[src/rtl/hps_io_consts.svh]
// host bus widths, command codes, download widths and keyboard transmitter constants
`ifndef HPS_IO_CONSTS_SVH
`define HPS_IO_CONSTS_SVH

// host bus
`define HPS_WORD_W 16
`define HPS_IDX_W 10

// command words
`define CMD_CFG 16'h0001
`define CMD_JOY0 16'h0002
`define CMD_JOY1 16'h0003
`define CMD_KBD 16'h0005
`define CMD_STATUS 16'h001E
`define CMD_STATUS_REQ 16'h0029
`define CMD_FILE_TX 16'h0053
`define CMD_FILE_DAT 16'h0054
`define CMD_FILE_INDEX 16'h0055
`define CMD_FILE_INFO 16'h0056

// status request reply tag, upper nibble of the first reply
`define STATUS_REQ_TAG 4'hA

// file download
`define IOCTL_ADDR_W 25
`define IOCTL_DATA_W 8

// keyboard transmitter
`define PS2_FIFO_BITS 5
`define PS2_GAP 4

`endif
[src/rtl/hps_io_pkg.sv]
// host bus, transfer framing, download and keyboard transmitter types
`default_nettype none

`include "hps_io_consts.svh"

package hps_io_pkg;

	typedef enum logic [`HPS_WORD_W-1:0] {
		cmd_none       = 16'h0000,
		cmd_cfg        = `CMD_CFG,
		cmd_joy0       = `CMD_JOY0,
		cmd_joy1       = `CMD_JOY1,
		cmd_kbd        = `CMD_KBD,
		cmd_status     = `CMD_STATUS,
		cmd_status_req = `CMD_STATUS_REQ,
		cmd_file_tx    = `CMD_FILE_TX,
		cmd_file_dat   = `CMD_FILE_DAT,
		cmd_file_index = `CMD_FILE_INDEX,
		cmd_file_info  = `CMD_FILE_INFO
	} host_cmd_e;

	// raw host bus, enable is the OR of both enable lines
	typedef struct packed {
		logic                   enable;
		logic                   strobe;
		logic [`HPS_WORD_W-1:0] din;
	} host_bus_t;

	typedef struct packed {
		host_cmd_e             cmd;
		logic [`HPS_IDX_W-1:0] idx;
		logic                  arg_stb;
		logic                  cmd_stb;
		logic                  done;
	} host_frame_t;

	typedef enum logic [2:0] {
		ps2_idle,
		ps2_gap,
		ps2_data,
		ps2_parity,
		ps2_stop
	} ps2_tx_state_e;

	typedef struct packed {
		logic                     download;
		logic                     wr;
		logic [7:0]               index;
		logic [`IOCTL_ADDR_W-1:0] addr;
		logic [`IOCTL_DATA_W-1:0] dout;
		logic [31:0]              file_ext;
	} ioctl_t;

endpackage

`default_nettype wire

[src/rtl/hps_io.sv]
// top level: host bus framing, user registers, file download and keyboard transmitter
`timescale 1ns/1ps
`default_nettype none

`include "hps_io_consts.svh"

module hps_io
	import hps_io_pkg::*;
#(
	parameter int PS2_DIV = 2000
) (
	input  logic        clk_sys,
	input  logic        arst_n,
	input  host_bus_t   host,
	input  logic [31:0] status_in,
	input  logic        status_set,
	output logic [15:0] host_dout,
	output logic [1:0]  buttons,
	output logic        forced_scandoubler,
	output logic [15:0] joystick_0,
	output logic [15:0] joystick_1,
	output logic [31:0] status,
	output logic [10:0] ps2_key,
	output ioctl_t      ioctl,
	output logic        ps2_kbd_clk,
	output logic        ps2_kbd_data
);

	host_frame_t            frame;
	logic [`HPS_WORD_W-1:0] din_q;
	logic [7:0]             kbd_byte;
	logic                   kbd_we;

	// the host may change din after its strobe, peers see it a cycle later
	always_ff @(posedge clk_sys) begin
		if (host.strobe) begin
			din_q <= host.din;
		end
	end

	host_frame host_frame_inst (
		.clk_sys (clk_sys),
		.arst_n  (arst_n),
		.bus     (host),
		.frame   (frame)
	);

	user_regs user_regs_inst (
		.clk_sys            (clk_sys),
		.arst_n             (arst_n),
		.frame              (frame),
		.din                (din_q),
		.status_in          (status_in),
		.status_set         (status_set),
		.cfg_buttons        (buttons),
		.forced_scandoubler (forced_scandoubler),
		.joystick_0         (joystick_0),
		.joystick_1         (joystick_1),
		.status             (status),
		.ps2_key            (ps2_key),
		.kbd_byte           (kbd_byte),
		.kbd_we             (kbd_we),
		.reply              (host_dout)
	);

	file_loader file_loader_inst (
		.clk_sys (clk_sys),
		.arst_n  (arst_n),
		.frame   (frame),
		.din     (din_q),
		.ioctl   (ioctl)
	);

	ps2_kbd_tx #(
		.PS2_DIV (PS2_DIV)
	) ps2_kbd_tx_inst (
		.clk_sys  (clk_sys),
		.arst_n   (arst_n),
		.kbd_byte (kbd_byte),
		.kbd_we   (kbd_we),
		.ps2_clk  (ps2_kbd_clk),
		.ps2_data (ps2_kbd_data)
	);

endmodule

`default_nettype wire

[src/rtl/ps2_kbd_tx.sv]
// PS/2 clock divider, keyboard byte FIFO and serial frame transmitter
`timescale 1ns/1ps
`default_nettype none

`include "hps_io_consts.svh"

module ps2_kbd_tx
	import hps_io_pkg::*;
#(
	parameter int PS2_DIV = 2000
) (
	input  logic       clk_sys,
	input  logic       arst_n,
	input  logic [7:0] kbd_byte,
	input  logic       kbd_we,
	output logic       ps2_clk,
	output logic       ps2_data
);

	localparam int DIV_W = (PS2_DIV > 1) ? $clog2(PS2_DIV) : 1;
	localparam int GAP_W = $clog2(`PS2_GAP + 1);
	localparam int FB = `PS2_FIFO_BITS;

	logic [DIV_W-1:0] div_cnt;
	logic             div_ph;
	logic             div_tick;
	logic             rise_tick;
	logic             fall_tick;

	logic [7:0]  fifo [1<<FB];
	logic [FB:0] wptr;
	logic [FB:0] rptr;
	logic        fifo_empty;
	logic        fifo_full;

	ps2_tx_state_e    state;
	logic [GAP_W-1:0] gap_cnt;
	logic [2:0]       bit_cnt;
	logic [7:0]       tx_byte;
	logic             parity;
	logic             bit_on;

	//////////////////////////////
	// clock divider, period of 2*PS2_DIV
	assign div_tick = div_cnt == DIV_W'(PS2_DIV - 1);
	assign rise_tick = div_tick & ~div_ph;
	assign fall_tick = div_tick & div_ph;

	always_ff @(posedge clk_sys or negedge arst_n) begin
		if (!arst_n) begin
			div_cnt <= '0;
			div_ph <= 1'b0;
		end else if (div_tick) begin
			div_cnt <= '0;
			div_ph <= ~div_ph;
		end else begin
			div_cnt <= div_cnt + 1'b1;
		end
	end

	//////////////////////////////
	// byte FIFO, writes when full are dropped
	assign fifo_empty = wptr == rptr;
	assign fifo_full = (wptr[FB] != rptr[FB]) && (wptr[FB-1:0] == rptr[FB-1:0]);

	always_ff @(posedge clk_sys) begin
		if (kbd_we && !fifo_full) begin
			fifo[wptr[FB-1:0]] <= kbd_byte;
		end
	end

	always_ff @(posedge clk_sys or negedge arst_n) begin
		if (!arst_n) begin
			wptr <= '0;
		end else if (kbd_we && !fifo_full) begin
			wptr <= wptr + 1'b1;
		end
	end

	//////////////////////////////
	// frame transmitter, bits change on the rising half
	always_ff @(posedge clk_sys or negedge arst_n) begin
		if (!arst_n) begin
			state <= ps2_idle;
			rptr <= '0;
			gap_cnt <= '0;
			bit_cnt <= '0;
			parity <= 1'b1;
			bit_on <= 1'b0;
			ps2_data <= 1'b1;
			ps2_clk <= 1'b1;
		end else begin
			if (rise_tick) begin
				ps2_clk <= 1'b1;
				bit_on <= 1'b0;
				case (state)
					ps2_idle: begin
						ps2_data <= 1'b1;
						gap_cnt <= '0;
						if (!fifo_empty) begin
							state <= ps2_gap;
						end
					end
					ps2_gap: begin
						if (gap_cnt == GAP_W'(`PS2_GAP - 1)) begin
							// start bit
							ps2_data <= 1'b0;
							bit_on <= 1'b1;
							rptr <= rptr + 1'b1;
							bit_cnt <= '0;
							parity <= 1'b1;
							state <= hps_io_pkg::ps2_data;
						end else begin
							gap_cnt <= gap_cnt + 1'b1;
						end
					end
					hps_io_pkg::ps2_data: begin
						ps2_data <= tx_byte[0];
						bit_on <= 1'b1;
						parity <= parity ^ tx_byte[0];
						bit_cnt <= bit_cnt + 1'b1;
						if (bit_cnt == 3'd7) begin
							state <= ps2_parity;
						end
					end
					ps2_parity: begin
						ps2_data <= parity;
						bit_on <= 1'b1;
						state <= ps2_stop;
					end
					ps2_stop: begin
						ps2_data <= 1'b1;
						bit_on <= 1'b1;
						state <= ps2_idle;
					end
					default: state <= ps2_idle;
				endcase
			end
			// the device samples on this falling edge
			if (fall_tick) begin
				ps2_clk <= ~bit_on;
			end
		end
	end

	// byte shifter, LSB first
	always_ff @(posedge clk_sys) begin
		if (rise_tick) begin
			if (state == ps2_gap) begin
				tx_byte <= fifo[rptr[FB-1:0]];
			end else if (state == hps_io_pkg::ps2_data) begin
				tx_byte <= {1'b0, tx_byte[7:1]};
			end
		end
	end

endmodule

`default_nettype wire

[src/rtl/file_loader.sv]
// file download sequencer for the ioctl outputs
`timescale 1ns/1ps
`default_nettype none

`include "hps_io_consts.svh"

module file_loader
	import hps_io_pkg::*;
(
	input  logic                   clk_sys,
	input  logic                   arst_n,
	input  host_frame_t            frame,
	input  logic [`HPS_WORD_W-1:0] din,
	output ioctl_t                 ioctl
);

	logic                     download;
	logic                     wr_d;
	logic                     wr;
	logic [`IOCTL_ADDR_W-1:0] addr;
	logic [`IOCTL_ADDR_W-1:0] addr_out;
	logic [7:0]               index;
	logic [`IOCTL_DATA_W-1:0] dout;
	logic [31:0]              file_ext;

	assign ioctl = '{
		download: download,
		wr:       wr,
		index:    index,
		addr:     addr_out,
		dout:     dout,
		file_ext: file_ext
	};

	// control side
	always_ff @(posedge clk_sys or negedge arst_n) begin
		if (!arst_n) begin
			download <= 1'b0;
			wr_d <= 1'b0;
			wr <= 1'b0;
			addr <= '0;
		end else begin
			// write strobe lags the data word by one more cycle
			wr <= wr_d;
			wr_d <= frame.arg_stb && frame.cmd == cmd_file_dat;
			if (frame.arg_stb) begin
				if (frame.cmd == cmd_file_tx) begin
					download <= |din[7:0];
					if (|din[7:0]) begin
						addr <= '0;
					end
				end else if (frame.cmd == cmd_file_dat) begin
					addr <= addr + 1'b1;
				end
			end
		end
	end

	// payload side
	always_ff @(posedge clk_sys) begin
		if (frame.arg_stb) begin
			case (frame.cmd)
				cmd_file_index: index <= din[7:0];
				cmd_file_info: begin
					// extension arrives upper half first
					if (frame.idx == `HPS_IDX_W'(1)) begin
						file_ext[31:16] <= din;
					end else if (frame.idx == `HPS_IDX_W'(2)) begin
						file_ext[15:0] <= din;
					end
				end
				cmd_file_tx: begin
					// at stop the final count becomes visible
					if (~|din[7:0]) begin
						addr_out <= addr;
					end
				end
				cmd_file_dat: begin
					addr_out <= addr;
					dout <= din[`IOCTL_DATA_W-1:0];
				end
				default: ;
			endcase
		end
	end

endmodule

`default_nettype wire

[src/rtl/user_regs.sv]
// config, joystick and status registers, status request reply and keyboard event decode
`timescale 1ns/1ps
`default_nettype none

`include "hps_io_consts.svh"

module user_regs
	import hps_io_pkg::*;
(
	input  logic                   clk_sys,
	input  logic                   arst_n,
	input  host_frame_t            frame,
	input  logic [`HPS_WORD_W-1:0] din,
	input  logic [31:0]            status_in,
	input  logic                   status_set,
	output logic [1:0]             cfg_buttons,
	output logic                   forced_scandoubler,
	output logic [15:0]            joystick_0,
	output logic [15:0]            joystick_1,
	output logic [31:0]            status,
	output logic [10:0]            ps2_key,
	output logic [7:0]             kbd_byte,
	output logic                   kbd_we,
	output logic [15:0]            reply
);

	logic [7:0]  cfg;
	logic        status_set_d;
	logic [3:0]  req_cnt;
	logic [31:0] status_req;
	logic [31:0] key_raw;
	logic        key_skip;
	logic        pressed;
	logic        extended;
	logic        kbd_arg;

	// bit 2, 3 and 5 of cfg belong to the system shell
	assign cfg_buttons = cfg[1:0];
	assign forced_scandoubler = cfg[4];

	assign kbd_arg = frame.arg_stb && frame.cmd == cmd_kbd;

	// break code is F0, extended prefix E0 comes before the key or before F0
	assign pressed = key_raw[15:8] != 8'hF0;
	assign extended = pressed ? (key_raw[15:8] == 8'hE0) : (key_raw[23:16] == 8'hE0);

	always_ff @(posedge clk_sys or negedge arst_n) begin
		if (!arst_n) begin
			cfg <= '0;
			joystick_0 <= '0;
			joystick_1 <= '0;
			status <= '0;
			status_set_d <= 1'b0;
			req_cnt <= '0;
			key_raw <= '0;
			key_skip <= 1'b0;
			ps2_key <= '0;
			kbd_we <= 1'b0;
			reply <= '0;
		end else begin
			status_set_d <= status_set;
			if (status_set & ~status_set_d) begin
				req_cnt <= req_cnt + 1'b1;
			end

			kbd_we <= kbd_arg;

			//////////////////////////////
			// command word
			if (frame.cmd_stb) begin
				reply <= '0;
				key_skip <= 1'b0;
				if (frame.cmd == cmd_status_req) begin
					reply <= {8'h00, `STATUS_REQ_TAG, req_cnt};
				end
				if (frame.cmd == cmd_kbd) begin
					key_raw <= '0;
				end
			end

			//////////////////////////////
			// argument words
			if (frame.arg_stb) begin
				reply <= '0;
				case (frame.cmd)
					cmd_cfg: cfg <= din[7:0];
					cmd_joy0: joystick_0 <= din;
					cmd_joy1: joystick_1 <= din;
					cmd_status: begin
						if (frame.idx == `HPS_IDX_W'(1)) begin
							status[15:0] <= din;
						end else if (frame.idx == `HPS_IDX_W'(2)) begin
							status[31:16] <= din;
						end
					end
					cmd_status_req: begin
						if (frame.idx == `HPS_IDX_W'(1)) begin
							reply <= status_req[15:0];
						end else if (frame.idx == `HPS_IDX_W'(2)) begin
							reply <= status_req[31:16];
						end
					end
					cmd_kbd: begin
						if (&din[15:8]) begin
							key_skip <= 1'b1;
						end else if (!key_skip) begin
							key_raw <= {key_raw[23:0], din[7:0]};
						end
					end
					default: ;
				endcase
			end

			// end of transfer, update the key event
			if (frame.done) begin
				reply <= '0;
				key_skip <= 1'b0;
				if (frame.cmd == cmd_kbd && !key_skip) begin
					ps2_key <= {~ps2_key[10], pressed, extended, key_raw[7:0]};
				end
			end
		end
	end

	always_ff @(posedge clk_sys) begin
		if (status_set & ~status_set_d) begin
			status_req <= status_in;
		end
		// every keyboard byte goes to the transmitter, skipped or not
		if (kbd_arg) begin
			kbd_byte <= din[7:0];
		end
	end

endmodule

`default_nettype wire

[src/rtl/host_frame.sv]
// host bus transfer framing: command latch, word index and per-word pulses
`timescale 1ns/1ps
`default_nettype none

module host_frame
	import hps_io_pkg::*;
(
	input  logic        clk_sys,
	input  logic        arst_n,
	input  host_bus_t   bus,
	output host_frame_t frame
);

	logic en_d;
	logic stb_d;
	logic have_cmd;
	logic stb_rise;

	assign stb_rise = bus.strobe & ~stb_d;

	always_ff @(posedge clk_sys or negedge arst_n) begin
		if (!arst_n) begin
			en_d <= 1'b0;
			stb_d <= 1'b0;
			have_cmd <= 1'b0;
			frame <= '0;
		end else begin
			en_d <= bus.enable;
			stb_d <= bus.strobe;
			frame.cmd_stb <= 1'b0;
			frame.arg_stb <= 1'b0;
			// end of transfer, one cycle after enable drops
			frame.done <= en_d & ~bus.enable;

			// command is kept through done, then cleared
			if (frame.done) begin
				frame.cmd <= cmd_none;
			end

			if (!bus.enable) begin
				have_cmd <= 1'b0;
			end else if (stb_rise) begin
				if (!have_cmd) begin
					// first word of the transfer
					frame.cmd <= host_cmd_e'(bus.din);
					frame.idx <= '0;
					frame.cmd_stb <= 1'b1;
					have_cmd <= 1'b1;
				end else begin
					if (~&frame.idx) begin
						frame.idx <= frame.idx + 1'b1;
					end
					frame.arg_stb <= 1'b1;
				end
			end
		end
	end

endmodule

`default_nettype wire

[config.mk]
export PLATFORM = sky130hd
export DESIGN_NAME = hps_io
export DESIGN_NICKNAME = d
export VERILOG_FILES = /design/src/rtl/hps_io_pkg.sv /design/src/rtl/hps_io.sv /design/src/rtl/ps2_kbd_tx.sv /design/src/rtl/file_loader.sv /design/src/rtl/user_regs.sv /design/src/rtl/host_frame.sv
export VERILOG_INCLUDE_DIRS = /design/src /design/src/rtl
export SDC_FILE = /design/constraint.sdc
export NUM_CORES = 1
export LEC_CHECK = 0
export ABC_AREA = 1
export BUFFER_PORTS_ARGS = -buffer_cell sky130_fd_sc_hd__buf_2
export CAP_MARGIN = 25
export CORE_AREA = 4 4 222 224
export DETAILED_ROUTE_END_ITERATION = 10
export DIE_AREA = 0 0 226 228
export PLACE_DENSITY = 0.73
export SLEW_MARGIN = 20
export SYNTH_ARGS = -nofsm -noshare
export SYNTH_HDL_FRONTEND = slang
export SYNTH_SLANG_ARGS = --single-unit
[constraint.sdc]
create_clock -name clk_sys -period 3.6 [get_ports clk_sys]
set_input_delay 0.18 -clock clk_sys [delete_from_list [all_inputs] [get_ports clk_sys]]
set_output_delay 0.18 -clock clk_sys [all_outputs]
set_load 0.01 [all_outputs]
==> run summary <==
Outcome - finished, final reports clean
Starting Density - 54.35%
FF-to-FF setup slack - 990 ps
P_int - 11.49 mW
R2r startpoint - ps2_kbd_tx_inst.rptr[0]$_DFFE_PN0P_
Vias in the first global route - 18,710
Post-Syn Instances - 2,489
Tot Pwr - 14.51 mW
CP required - 3840 ps
Skew-Pair Late Insertion Delay - 630 ps
Fillers - 3,637
CTS tree - done
Die X - 226 um
Worst reg2reg endpoint - ps2_kbd_tx_inst.fifo[8][1]$_DFFE_PP_
I/O Buffers - 223
Cells on worst reg2reg path - 9
Core Box Area - 47,350 sq um
Hold Path Class - in -> async
# setup viols final - 0
Hold buffers post-CTS - 52
Antenna viol nets, final - 0
Die area - 51,530 sq um
Nets@finish - 2,826
Cell Area, Synth - 25,730 sq um
Worst Tran Pin Value - 908.1 ps
CP max FO - 36
Share of the synthesized area in the top cell type - 45.86%
Post-synthesis average cell area - 10.34 sq um
Yosys reg bits - 615
DR vias - 18,810
Pin count of the biggest net entering global routing - 127
Crit path time final - 2615 ps
Buf/Inv on CP - 2
DR iter-0 viols - 2,440
Max-slew violations - 0
Fin. Hold Viols - 0
Post-Route WL - 67,560 um
Crit path max-delay family - simple AND/OR/NAND/NOR gates
Area delta synth->final - 16.33%
Rows - 80
Stages on worst setup path - 9
Syn Nets - 2,557
First-pass GRT wire length - 105,100 um
RSZ-0062 raised after global routing - false
Worst EP arrival - 2850 ps
Worst VDD drop - 0.0004920 V
Top post-synthesis cells by area - edfxtp_1, dfrtp_1, nand2_1
Switching power - 3.021 mW
Register clock-pin slew on the reported worst setup and hold paths - 60 ps
Num CTS Buffers - 60
RD Place Congestion - 0.9332
GRT Util Overall - 26.07%
WL/cell - 19.73 um
Sequential power share - 52.8%
Detail Placement HPWL - 43,250 um
Post-CTS Setup Bufs - 0
Clock Path Buffers - 3
Sequential share of the synthesized area - 67.46%
CP cell instances - clkinv_2 > nand2_1 > a21oi_1 > nand2_1 > nor2_2 > nand2_2 > nand2_1 > buf_4 > nor2_1
Crit path kind - reg -> reg
Avg Vias per Cell - 5.491
Post-synth top area cell - edfxtp_1
Power density over the cells - 484.6 nW/um^2
Combinational Power Share - 2.8%
Setup TNS - 0 ps
Switching share of power - 20.82%
Max-slew headroom - 39.46%
Clk pwr share - 44.4%
Fraction of layout cells with a size suffix above 1 - 14.60%
CP startpoint kind - register
PostCTS Resize Cnt - 0
Fmax - 382.5 MHz
Leakage - 12.83 nW
# IOs - 224
Overflow after GRT - 0
Clk root buf - clkbuf_16
Initial antenna violation count - 2
Clock sinks - 615
Syn. warnings - 0
CP startpoint - ps2_kbd_tx_inst.rptr[0]$_DFFE_PN0P_
Cell mode on critical path - nand2_1
DRC - 0
Number of max-cap violations - 0
Worst stage delay on the critical path - 550 ps
Worst setup endpoint - ps2_kbd_tx_inst.fifo[8][1]$_DFFE_PP_
CP max stage cell - nor2_1
Worst setup EP type - register
Cell variety after synth - 47
Die Ht - 228 um
Final period util - 72.63%
Max H-tree Level - 2
Clock Skew - 40.55 ps
First-pass iteration count of the detailed router - 6
[power by group through the flow]
stage | logic [mW] | registers [mW] | clock network (mW)
detailed placement | 0.350 | 7.80 | 0
finish | 0.401 | 7.66 | 6.44
CTS | 0.397 | 7.66 | 6.49
floorplan | 0.187 | 7.77 | 0
global placement | 0.341 | 7.79 | 0
global route | 0.442 | 7.67 | 6.84
[placed cells by master (no fill, tap or decap), drive strengths merged, types with 3 or more instances in the layout]
cell and count:
a21oi 28, dlygate4sd3 52, dfstp 3, clkinv 30, ha 15, nor3 19, or2 6, xor2 23
xnor2 10, o21ai 146, nand2 819, nand3 251, dfrtp 219, buf 256, nand4 15, o31ai 10
clkbuf 78, nor2 214, inv 195, edfxtp 393, bufinv 8, nor4 3, o21bai 3
[logic make-up after synthesis]
kind of cell,share of synthesized area (%)
and+or+nand+nor,21.61
DFF,67.46
buffers and inverters,4.998
AOI/OAI and AO/OA,4.031
xor gates and xnor gates,1.123
adders and majority gates,0.7293
muxes,0.04376
[through the flow]
step,utilization (%),hold WS [ps],cell area [sq um],cells,worst slack [ps]
detailed placement,57.82,116.1,27370,3258,1005
finish,63.23,66.57,29940,3425,985.4
global route,63.23,82.62,29940,3425,767.2
CTS,63.18,60.49,29910,3422,993.7
global placement,57.82,109.5,27370,3258,1064
floorplan,-,-115.6,25730,2489,556.5
[synthesized netlist by cell type (all sizes together)]
cell type,n
nor4,3
mux2,1
dfrtp,219
o31ai,10
clkinv,6
a31o,2
xor2,23
a31oi,1
nand3,251
or2,6
clkbuf,29
a21oi,28
a21o,1
ha,15
nor3b,2
nor2,214
nand2,819
edfxtp,393
o21a,1
xnor2,10
nor3,19
dfstp,3
nand4,15
inv,195
buf,72
o21bai,3
nand3b,1
o21ai,146
o211ai,1
[cell type report]
| cell class | count | area (sq um) | area share, % |
|---|---|---|---|
| antenna | 2 | 5.005 | 0.01672 |
| clock buffer | 78 | 1642 | 5.484 |
| clock inverter | 34 | 379.1 | 1.266 |
| inverter | 201 | 759.5 | 2.537 |
| multi-input combinational | 1572 | 7101 | 23.72 |
| sequential | 615 | 17370 | 58.01 |
| tap | 615 | 769.5 | 2.571 |
| timing repair buffer | 308 | 1914 | 6.395 |
[worst min-delay path by stage]
stage	cells past startpoint	endpoint	startpoint
after floorplan	0	file_loader_inst.addr[0]$_DFFE_PN0P_	arst_n
after global routing	2	file_loader_inst.addr[5]$_DFFE_PN0P_	arst_n
after CTS	2	ps2_kbd_tx_inst.div_cnt[2]$_DFF_PN0_	arst_n
after global placement	1	ps2_kbd_tx_inst.div_cnt[2]$_DFF_PN0_	arst_n
after detailed placement	1	ps2_kbd_tx_inst.div_cnt[3]$_DFF_PN0_	arst_n
final	2	file_loader_inst.addr[5]$_DFFE_PN0P_	arst_n
[sequential cells by signal (all words and copies together), names as in the netlist, 24 cells and up]
| name | count |
|---|---|
| file_loader_inst.addr_out | 25 |
| user_regs_inst.status_req | 32 |
| user_regs_inst.status | 32 |
| file_loader_inst.file_ext | 32 |
| file_loader_inst.addr | 25 |
| user_regs_inst.key_raw | 24 |
| host_frame_inst.frame | 29 |
| ps2_kbd_tx_inst.fifo | 256 |
[layer usage]
layer | vias up | wire (um) | global-route usage, %
li1 | 8734 | - | -
met5 | - | 0 | 0
met1 | 9046 | 27180 | 35.44
met4 | 0 | 1822 | 7.427
met2 | 874 | 32380 | 42.11
met3 | 152 | 6183 | 6.621
[worst reg2reg max path, delay by kind of cell (launching register included)]
kind	cells	cell delay, ps
simple gates	6	1100
buf+inv	2	630
flops	1	420
compound gates	1	90
(Power assumes the default switching activity.)
